<file path="src/design/cw_macros.svh">
`ifndef CW_MACROS_SVH
`define CW_MACROS_SVH

// host register map
`define CW_TRIGSRC_ADDR       8'd39   // trigger source, two bytes
`define CW_TRIGMOD_ADDR       8'd40   // trigger module select
`define USERIO_CW_DRIVEN      8'd58   // user io direction
`define USERIO_DEBUG_DRIVEN   8'd59   // fpga debug, target debug, swd flags
`define USERIO_DEBUG_SELECT   8'd60   // fpga debug mux select
`define USERIO_DRIVE_DATA     8'd61   // user io output data
`define USERIO_READ           8'd62   // user io pin readback

// combine mode field inside the trigger source register
`define TRIG_MODE_LSB         6
`define TRIG_MODE_MSB         7
`define TRIG_MODE_OR          2'd0
`define TRIG_MODE_AND         2'd1
`define TRIG_MODE_NAND        2'd2    // code 3 forces a zero trigger

// module select field inside the trigger module register
`define TRIGMOD_SEL_LSB       0
`define TRIGMOD_SEL_MSB       2
`define TRIGMOD_EXT           3'd0
`define TRIGMOD_ADVIO         3'd1
`define TRIGMOD_SAD           3'd2
`define TRIGMOD_DECODEIO      3'd3
`define TRIGMOD_TRACE         3'd4
`define TRIGMOD_ADC           3'd5
`define TRIGMOD_EDGE          3'd6    // code 7 forces a zero trigger

`define TRIGSRC_RESET         16'h0020  // io4 only, or mode
`define TRIGMOD_RESET         8'h00

// direction patterns for the debug overrides
`define SWD_DIR_CLK_LOW       8'h20
`define SWD_DIR_CLK_HIGH      8'h60
`define JTAG_DIR              8'he0

`endif

</file>
<file path="src/design/cw_pkg.sv">
package cw_pkg;

   // host register bus
   typedef logic [7:0] reg_addr_t;   // register address
   typedef logic [7:0] reg_byte_t;   // one data byte
   typedef logic [6:0] byte_cnt_t;   // byte index in a wide register

   // trigger source layout
   //   [0]     aux pin enable
   //   [1]     nrst pin enable
   //   [5:2]   io1..io4 enables
   //   [7:6]   combine mode
   //   [15:8]  userio_d 0..7 enables
   typedef logic [15:0] trig_src_t;

   // trigger module register
   //   [2:0]   module select, upper bits spare
   typedef logic [7:0] trig_mod_t;

   // user io pins, direction and drive data
   typedef logic [7:0] userio_t;

   // pins feeding the external combiner
   // 6 fixed trigger pins plus the 8 user io lines
   typedef logic [13:0] ext_pins_t;

endpackage

</file>
<file path="src/design/cw_reg_file.sv">
`include "cw_macros.svh"

module cw_reg_file (
   input  logic              clk_usb,
   input  logic              reset,
   input  cw_pkg::reg_addr_t reg_address_i,
   input  cw_pkg::byte_cnt_t reg_bytecnt_i,
   input  cw_pkg::reg_byte_t reg_datai_i,
   input  logic              reg_write_i,
   input  logic              reg_read_i,
   input  logic              trace_en_i,
   input  cw_pkg::userio_t   trace_userio_dir_i,
   input  cw_pkg::userio_t   userio_d_i,
   input  logic              userio_clk_i,
   output cw_pkg::reg_byte_t reg_datao_o,
   output cw_pkg::trig_src_t trig_src_o,
   output cw_pkg::trig_mod_t trig_mod_o,
   output cw_pkg::userio_t   userio_cwdriven_o,
   output cw_pkg::userio_t   userio_drive_data_o,
   output logic              userio_fpga_debug_o,
   output logic              userio_target_debug_o,
   output logic              userio_target_debug_swd_o,
   output logic [3:0]        userio_fpga_debug_select_o
);

   cw_pkg::userio_t userio_dir_q;   // direction as written by the host
   logic            byte0;          // first byte of a wide register
   logic            byte1;          // second byte

   assign byte0 = (reg_bytecnt_i == 7'd0);
   assign byte1 = (reg_bytecnt_i == 7'd1);

   // write decode, one byte per strobe
   always_ff @(posedge clk_usb) begin
      if (reset) begin
         trig_src_o                 <= `TRIGSRC_RESET;
         trig_mod_o                 <= `TRIGMOD_RESET;
         userio_dir_q               <= 8'h00;   // all user io as inputs
         userio_drive_data_o        <= 8'h00;
         userio_fpga_debug_o        <= 1'b0;
         userio_target_debug_o      <= 1'b0;
         userio_target_debug_swd_o  <= 1'b0;
         userio_fpga_debug_select_o <= 4'h0;
      end else if (reg_write_i) begin
         case (reg_address_i)
            `CW_TRIGSRC_ADDR: begin
               if (byte0) begin
                  trig_src_o[7:0] <= reg_datai_i;    // pin enables and mode
               end else if (byte1) begin
                  trig_src_o[15:8] <= reg_datai_i;   // userio_d enables
               end
            end
            `CW_TRIGMOD_ADDR: trig_mod_o <= reg_datai_i;
            `USERIO_CW_DRIVEN: begin
               if (byte0) begin
                  userio_dir_q <= reg_datai_i;
               end
            end
            `USERIO_DEBUG_DRIVEN: begin
               userio_fpga_debug_o       <= reg_datai_i[0];
               userio_target_debug_o     <= reg_datai_i[1];
               userio_target_debug_swd_o <= reg_datai_i[2];
            end
            `USERIO_DEBUG_SELECT: userio_fpga_debug_select_o <= reg_datai_i[3:0];
            `USERIO_DRIVE_DATA: begin
               if (byte0) begin
                  userio_drive_data_o <= reg_datai_i;
               end
            end
            default: ;   // read-only or unmapped
         endcase
      end
   end

   // direction override, highest priority first
   always_comb begin
      if (trace_en_i) begin
         userio_cwdriven_o = trace_userio_dir_i;   // trace port owns the pins
      end else if (userio_fpga_debug_o) begin
         userio_cwdriven_o = 8'hff;                // every line is an output
      end else if (userio_target_debug_o && userio_target_debug_swd_o) begin
         // swdio turns around with the clock
         userio_cwdriven_o = userio_clk_i ? `SWD_DIR_CLK_HIGH : `SWD_DIR_CLK_LOW;
      end else if (userio_target_debug_o) begin
         userio_cwdriven_o = `JTAG_DIR;
      end else begin
         userio_cwdriven_o = userio_dir_q;
      end
   end

   // readback mux, zero unless a read is in progress
   always_comb begin
      reg_datao_o = 8'h00;
      if (reg_read_i) begin
         case (reg_address_i)
            `CW_TRIGSRC_ADDR: begin
               if (byte0) begin
                  reg_datao_o = trig_src_o[7:0];
               end else if (byte1) begin
                  reg_datao_o = trig_src_o[15:8];
               end
            end
            `CW_TRIGMOD_ADDR: reg_datao_o = trig_mod_o;
            `USERIO_CW_DRIVEN: begin
               if (byte0) begin
                  reg_datao_o = userio_cwdriven_o;   // value after override
               end
            end
            `USERIO_DEBUG_DRIVEN: reg_datao_o = {5'b0, userio_target_debug_swd_o,
                                                 userio_target_debug_o, userio_fpga_debug_o};
            `USERIO_DEBUG_SELECT: reg_datao_o = {4'b0, userio_fpga_debug_select_o};
            `USERIO_DRIVE_DATA: begin
               if (byte0) begin
                  reg_datao_o = userio_drive_data_o;
               end
            end
            `USERIO_READ: begin
               if (byte0) begin
                  reg_datao_o = userio_d_i;              // live pins
               end else if (byte1) begin
                  reg_datao_o = {7'b0, userio_clk_i};    // clock line in bit 0
               end
            end
            default: reg_datao_o = 8'h00;
         endcase
      end
   end

endmodule

</file>
<file path="src/design/ext_trigger_combiner.sv">
`include "cw_macros.svh"

module ext_trigger_combiner (
   input  cw_pkg::trig_src_t trig_src_i,
   input  logic              trigger_aux_i,
   input  logic              trigger_nrst_i,
   input  logic              trigger_io1_i,
   input  logic              trigger_io2_i,
   input  logic              trigger_io3_i,
   input  logic              trigger_io4_i,
   input  cw_pkg::userio_t   userio_d_i,
   output logic              trigger_ext_o
);

   cw_pkg::ext_pins_t pins;       // candidate pins in register bit order
   cw_pkg::ext_pins_t pin_en;     // matching enable bits
   logic [1:0]        mode;
   logic              trig_or;
   logic              trig_and;

   // bits 7:6 of the register are the mode so the enables skip them
   assign pins   = {userio_d_i, trigger_io4_i, trigger_io3_i, trigger_io2_i,
                    trigger_io1_i, trigger_nrst_i, trigger_aux_i};
   assign pin_en = {trig_src_i[15:8], trig_src_i[5:0]};
   assign mode   = trig_src_i[`TRIG_MODE_MSB:`TRIG_MODE_LSB];

   // any enabled pin high
   assign trig_or  = |(pins & pin_en);
   // disabled pins count as high so no enables gives 1
   assign trig_and = &(pins | ~pin_en);

   always_comb begin
      case (mode)
         `TRIG_MODE_OR:   trigger_ext_o = trig_or;
         `TRIG_MODE_AND:  trigger_ext_o = trig_and;
         `TRIG_MODE_NAND: trigger_ext_o = ~trig_and;
         default:         trigger_ext_o = 1'b0;   // spare code
      endcase
   end

endmodule

</file>
<file path="src/design/trigger_router.sv">
`include "cw_macros.svh"

module trigger_router (
   input  cw_pkg::trig_mod_t trig_mod_i,
   input  logic              trigger_ext_i,
   input  logic              trigger_advio_i,
   input  logic              trigger_sad_i,
   input  logic              trigger_decodedio_i,
   input  logic              trigger_trace_i,
   input  logic              trigger_adc_i,
   input  logic              trigger_edge_i,
   output logic              trigger_capture_o,
   output logic              decodeio_active_o,
   output logic              sad_active_o,
   output logic              edge_trigger_active_o
);

   logic [2:0] mod_sel;   // module code, upper register bits ignored

   assign mod_sel = trig_mod_i[`TRIGMOD_SEL_MSB:`TRIGMOD_SEL_LSB];

   // capture trigger mux
   always_comb begin
      case (mod_sel)
         `TRIGMOD_EXT:      trigger_capture_o = trigger_ext_i;   // combined pins
         `TRIGMOD_ADVIO:    trigger_capture_o = trigger_advio_i;
         `TRIGMOD_SAD:      trigger_capture_o = trigger_sad_i;
         `TRIGMOD_DECODEIO: trigger_capture_o = trigger_decodedio_i;
         `TRIGMOD_TRACE:    trigger_capture_o = trigger_trace_i;
         `TRIGMOD_ADC:      trigger_capture_o = trigger_adc_i;
         `TRIGMOD_EDGE:     trigger_capture_o = trigger_edge_i;
         default:           trigger_capture_o = 1'b0;   // code 7
      endcase
   end

   // enables for the modules that need to know they own the trigger
   // at most one is high since they decode the same field
   assign decodeio_active_o     = (mod_sel == `TRIGMOD_DECODEIO);
   assign sad_active_o          = (mod_sel == `TRIGMOD_SAD);
   assign edge_trigger_active_o = (mod_sel == `TRIGMOD_EDGE);

endmodule

</file>
<file path="src/design/cw_trigger_top.sv">
module cw_trigger_top (
   input  logic              clk_usb,
   input  logic              reset,
   // host register bus
   input  cw_pkg::reg_addr_t reg_address_i,
   input  cw_pkg::byte_cnt_t reg_bytecnt_i,
   input  cw_pkg::reg_byte_t reg_datai_i,
   input  logic              reg_write_i,
   input  logic              reg_read_i,
   output cw_pkg::reg_byte_t reg_datao_o,
   // external trigger pins
   input  logic              trigger_aux_i,
   input  logic              trigger_nrst_i,
   input  logic              trigger_io1_i,
   input  logic              trigger_io2_i,
   input  logic              trigger_io3_i,
   input  logic              trigger_io4_i,
   // triggers from the capture modules
   input  logic              trigger_advio_i,
   input  logic              trigger_sad_i,
   input  logic              trigger_decodedio_i,
   input  logic              trigger_trace_i,
   input  logic              trigger_adc_i,
   input  logic              trigger_edge_i,
   // user io and trace
   input  logic              trace_en_i,
   input  cw_pkg::userio_t   trace_userio_dir_i,
   input  cw_pkg::userio_t   userio_d_i,
   input  logic              userio_clk_i,
   output logic              trigger_capture_o,
   output logic              trigger_ext_o,
   output logic              decodeio_active_o,
   output logic              sad_active_o,
   output logic              edge_trigger_active_o,
   output cw_pkg::userio_t   userio_cwdriven_o,
   output cw_pkg::userio_t   userio_drive_data_o,
   output logic              userio_fpga_debug_o,
   output logic              userio_target_debug_o,
   output logic              userio_target_debug_swd_o,
   output logic [3:0]        userio_fpga_debug_select_o
);

   cw_pkg::trig_src_t trig_src;   // to the pin combiner
   cw_pkg::trig_mod_t trig_mod;   // to the router

   cw_reg_file cw_reg_file_i (
      .clk_usb                    (clk_usb),
      .reset                      (reset),
      .reg_address_i              (reg_address_i),
      .reg_bytecnt_i              (reg_bytecnt_i),
      .reg_datai_i                (reg_datai_i),
      .reg_write_i                (reg_write_i),
      .reg_read_i                 (reg_read_i),
      .trace_en_i                 (trace_en_i),
      .trace_userio_dir_i         (trace_userio_dir_i),
      .userio_d_i                 (userio_d_i),
      .userio_clk_i               (userio_clk_i),
      .reg_datao_o                (reg_datao_o),
      .trig_src_o                 (trig_src),
      .trig_mod_o                 (trig_mod),
      .userio_cwdriven_o          (userio_cwdriven_o),
      .userio_drive_data_o        (userio_drive_data_o),
      .userio_fpga_debug_o        (userio_fpga_debug_o),
      .userio_target_debug_o      (userio_target_debug_o),
      .userio_target_debug_swd_o  (userio_target_debug_swd_o),
      .userio_fpga_debug_select_o (userio_fpga_debug_select_o)
   );

   ext_trigger_combiner ext_trigger_combiner_i (
      .trig_src_i     (trig_src),
      .trigger_aux_i  (trigger_aux_i),
      .trigger_nrst_i (trigger_nrst_i),
      .trigger_io1_i  (trigger_io1_i),
      .trigger_io2_i  (trigger_io2_i),
      .trigger_io3_i  (trigger_io3_i),
      .trigger_io4_i  (trigger_io4_i),
      .userio_d_i     (userio_d_i),
      .trigger_ext_o  (trigger_ext_o)   // also feeds the router
   );

   trigger_router trigger_router_i (
      .trig_mod_i            (trig_mod),
      .trigger_ext_i         (trigger_ext_o),
      .trigger_advio_i       (trigger_advio_i),
      .trigger_sad_i         (trigger_sad_i),
      .trigger_decodedio_i   (trigger_decodedio_i),
      .trigger_trace_i       (trigger_trace_i),
      .trigger_adc_i         (trigger_adc_i),
      .trigger_edge_i        (trigger_edge_i),
      .trigger_capture_o     (trigger_capture_o),
      .decodeio_active_o     (decodeio_active_o),
      .sad_active_o          (sad_active_o),
      .edge_trigger_active_o (edge_trigger_active_o)
   );

endmodule

</file>
<file path="config.mk">
export PLATFORM = sky130hd
export DESIGN_NAME = cw_trigger_top
export DESIGN_NICKNAME = d
export VERILOG_FILES = /design/src/design/cw_pkg.sv /design/src/design/cw_reg_file.sv /design/src/design/ext_trigger_combiner.sv /design/src/design/trigger_router.sv /design/src/design/cw_trigger_top.sv
export VERILOG_INCLUDE_DIRS = /design/src /design/src/design
export SDC_FILE = /design/constraint.sdc
export NUM_CORES = 1
export LEC_CHECK = 0
export BUFFER_PORTS_ARGS = -buffer_cell sky130_fd_sc_hd__buf_2
export CAP_MARGIN = 20
export CORE_ASPECT_RATIO = 1.2
export CORE_MARGIN = 2
export CORE_UTILIZATION = 51
export DETAILED_ROUTE_END_ITERATION = 8
export PLACE_DENSITY = 0.8
export SETUP_SLACK_MARGIN = 0.15
export SYNTH_ARGS = -nofsm -noshare
export SYNTH_HDL_FRONTEND = slang
export SYNTH_SLANG_ARGS = --single-unit
</file>
<file path="constraint.sdc">
create_clock -name clk_usb -period 1.8 [get_ports clk_usb]
set_input_delay 0.09 -clock clk_usb [delete_from_list [all_inputs] [get_ports clk_usb]]
set_output_delay 0.09 -clock clk_usb [all_outputs]
set_load 0.03 [all_outputs]
</file>
==> impl_metrics.json <==
{
  "design.core.area_um2": 5330,
  "grt_pass1_wl_um": 15800,
  "grt_max_degree": 48,
  "io_pins": 93,
  "p_int_w": 0.00151,
  "drt_first_pass_iters": 6,
  "layout_setup_ws_ns": -0.320,
  "crit-reg2reg-launch": "cw_reg_file_i.trig_mod_o[2]",
  "cp.required_ns": 1.71,
  "final_antenna_net_count": 0,
  "path_delay_family": "compound AO/OA/AOI/OAI gates",
  "ys_seq_area_share_pct": 33.0,
  "reg2reg_to": "cw_reg_file_i.trig_mod_o[2]",
  "timing.hold.ws_ns": 0.0993,
  "dpl-instance-area_um2": 3750,
  "die_area_um2": 6200,
  "crit_buf_inv": 1,
  "place_ws_ns": -0.192,
  "whs_endpoint": "cw_reg_file_i.userio_drive_data_o[4]",
  "gp_congestion": 0.985,
  "setup.worst_path.end_class": "primary output",
  "critPathMaxStageDelay_ns": 0.40,
  "path_max_fanout": 2,
  "final_hold_viol_count": 0,
  "drtIter0Drc": 329,
  "totalWireLength_um": 10500,
  "seq_power_share_pct": 50.6,
  "cp_cell_sequence": "nor2b_1, nor4_2, a41oi_1, a311o_1, o41ai_4, buf_4",
  "nets": 547,
  "htree_num_levels": 2,
  "syn_area_um2": 2850,
  "grt_use_met1_pct": 42.9,
  "crit_slowest_cell": "a311o_1",
  "grt_util_met3_pct": 5.88,
  "portBuffers": 92,
  "status": "finished, violations left",
  "cts_tree": "built",
  "ys.flop_type": "dfxtp_1",
  "reg2reg_slack_ns": 0.90,
  "worstMarginPinSlew_ns": 0.858,
  "ys_top_cells_by_area": "dfxtp_1 33%, a21oi_1 7.2%, nand2_1 7.1%, mux2i_1 6.0%, nand3_1 5.6%",
  "synth_common_cells": "54 x nand2_1, 47 x dfxtp_1, 41 x a21oi_1",
  "die_w_um": 72.2,
  "finalClockSkew_ns": 0,
  "grt_setup_unrepaired": "true",
  "worstSetupStartpointType": "register",
  "relSlewSlack_pct": 42.8,
  "drv_slew": 0,
  "num_antenna_cells": 0,
  "min-delay-start": "reg_datai_i[4]",
  "drive_gt1_share_pct": 43.4,
  "drc": 0,
  "p_switching_w": 0.000542,
  "final_area_um2": 4190,
  "post-route-util_pct": 78.5,
  "period_share_pct": 118,
  "cts_buffers": 5,
  "peakVddDrop_mv": 0.662,
  "synth_area_leader_cell": "dfxtp_1",
  "violations": "setup timing",
  "ys_types": 57,
  "synth_warnings": 0,
  "wl_per_cell_um": 19.0,
  "clkTransAtPathRegs_ns": 0.09,
  "start_util_pct": 53.4,
  "fmax_mhz": 472,
  "yosys.cell_count.top_type": "nand2_1",
  "finalSetupViolCount": 10,
  "cts-root-buf": "clkbuf_8",
  "area_growth_syn_to_layout_pct": 47.0,
  "hold_depth": 3,
  "routed_via_density": 6.25,
  "grt.overflow.total": 0,
  "worstPathArrival_ns": 2.03,
  "hp-class": "primary input to register",
  "postSynth.asyncResetShare_pct": 0,
  "maxCapViolCount": 0,
  "critPathKind": "register to primary output",
  "synth-seq-cells": 47,
  "synth_edf_count": 0,
  "switching_share_pct": 26.5,
  "dp_hpwl_um": 7470,
  "syn_nets": 417,
  "busiest_layer": "met2",
  "core.rowCount": 29,
  "worst-r2r-cell-count": 2,
  "synthCells": 360,
  "power_frac_comb_pct": 15.0,
  "fin_crit_ns": 2.12,
  "grt_pass1_vias": 3268,
  "power.density_nw_per_um2": 489,
  "power_frac_clock_pct": 34.4,
  "fp.dieH_um": 85.9,
  "clock_latency_ns": 0.30,
  "clock_path_buffers": 2,
  "antenna_found_initial": 0,
  "synth_top_area_share_pct": 33.0,
  "cts_num_sinks": 47,
  "num_vias": 3457,
  "met2_usage_pct": 50.3,
  "grt.total_usage_pct": 32.7,
  "syn_area_per_cell_um2": 7.91,
  "power_leakage_nw": 1.71
}
## metrics by stage
stage | total power [W] | TNS (ns) | cells
after CTS | 0.00203 | -0.917 | 551
final | 0.00205 | -0.993 | 553
after global placement | 0.00134 | -3.68 | 538
after detailed placement | 0.00134 | -4.22 | 538
after global routing | 0.00212 | -1.56 | 553
after floorplan | 0.00120 | -0.00719 | 360
## placed cells by master (no fill, tap or decap), types with 5 or more instances in the layout
| master | netlist | final |
|---|---|---|
| clkbuf_8 | 0 | 7 |
| a22oi_1 | 12 | 11 |
| a222oi_1 | 7 | 7 |
| nor2_1 | 22 | 21 |
| dfxtp_2 | 0 | 5 |
| buf_6 | 3 | 22 |
| o21ai_2 | 0 | 5 |
| buf_2 | 2 | 79 |
| nand3_1 | 32 | 31 |
| nand2_1 | 54 | 50 |
| mux2i_1 | 17 | 17 |
| nor2b_1 | 20 | 15 |
| dfxtp_1 | 47 | 40 |
| nand2b_1 | 10 | 7 |
| buf_4 | 2 | 43 |
| a21oi_1 | 41 | 37 |
## repair_timing
action	4_1_cts	5_1_grt
gates resized for setup	59	22
endpoints found under the setup margin	12	38
hold buffers	0	0
setup buffers	5	2
hold endpoints to repair	0	0
pin swaps	12	11
## power by group through the flow
stage | clock network [W] | logic [W] | registers [W]
after floorplan | 0 | 0.000135 | 0.00106
after global placement | 0 | 0.000274 | 0.00106
after detailed placement | 0 | 0.000279 | 0.00106
after CTS | 0.000706 | 0.000292 | 0.00104
after global routing | 0.000756 | 0.000323 | 0.00104
final | 0.000704 | 0.000307 | 0.00104
## tightest hold or removal path: cells and delay by family
kind                   cells  cell delay (ns)
buffers and inverters      1             0.14
and+or+nand+nor            1             0.07
AOI/OAI and AO/OA          1             0.06
## state kept, by name (all words and copies together), names as in the netlist
signal                                    cells
cw_reg_file_i.userio_target_debug_swd_o       1
cw_reg_file_i.userio_target_debug_o           1
cw_reg_file_i.userio_dir_q                    8
cw_reg_file_i.userio_drive_data_o             8
cw_reg_file_i.userio_fpga_debug_o             1
cw_reg_file_i.trig_src_o                     16
cw_reg_file_i.userio_fpga_debug_select_o      4
cw_reg_file_i.trig_mod_o                      8
## worst max path at each step
stage,from,endpoint,cells past startpoint
final,cw_reg_file_i.trig_src_o[14],trigger_capture_o,6
after global routing,cw_reg_file_i.trig_src_o[3],trigger_capture_o,6
after CTS,cw_reg_file_i.trig_src_o[14],trigger_capture_o,6
after detailed placement,reg_bytecnt_i[1],reg_datao_o[0],7
after global placement,reg_bytecnt_i[1],reg_datao_o[0],7
after floorplan,reg_address_i[4],reg_datao_o[2],6
## logic make-up (layout without fill, tap and decap cells)
| kind of cell | Yosys count | after routing | synth area share, % |
|---|---|---|---|
| compound gates | 95 | 95 | 22.5 |
| buf+inv | 25 | 156 | 4.44 |
| flops | 47 | 47 | 33.0 |
| mux | 18 | 18 | 6.76 |
| simple gates | 175 | 175 | 33.2 |
## final cells by class
type | count | area [um^2]
repair buffers | 144 | 966
multi-input cells | 288 | 2070
fillers | 357 | 1150
clock inverters | 1 | 7.51
well taps | 62 | 77.6
flip-flops and latches | 47 | 955
inverters | 4 | 17.5
clock buffers | 7 | 96.3
## metal layers
layer  wire length, um  vias to the layer above
met5                 0                        -
met4               510                        0
met3               949                       43
met2              4880                      224
met1              4140                     1596
li1                  -                     1594
No activity file was read; power rests on OpenSTA's default activity.
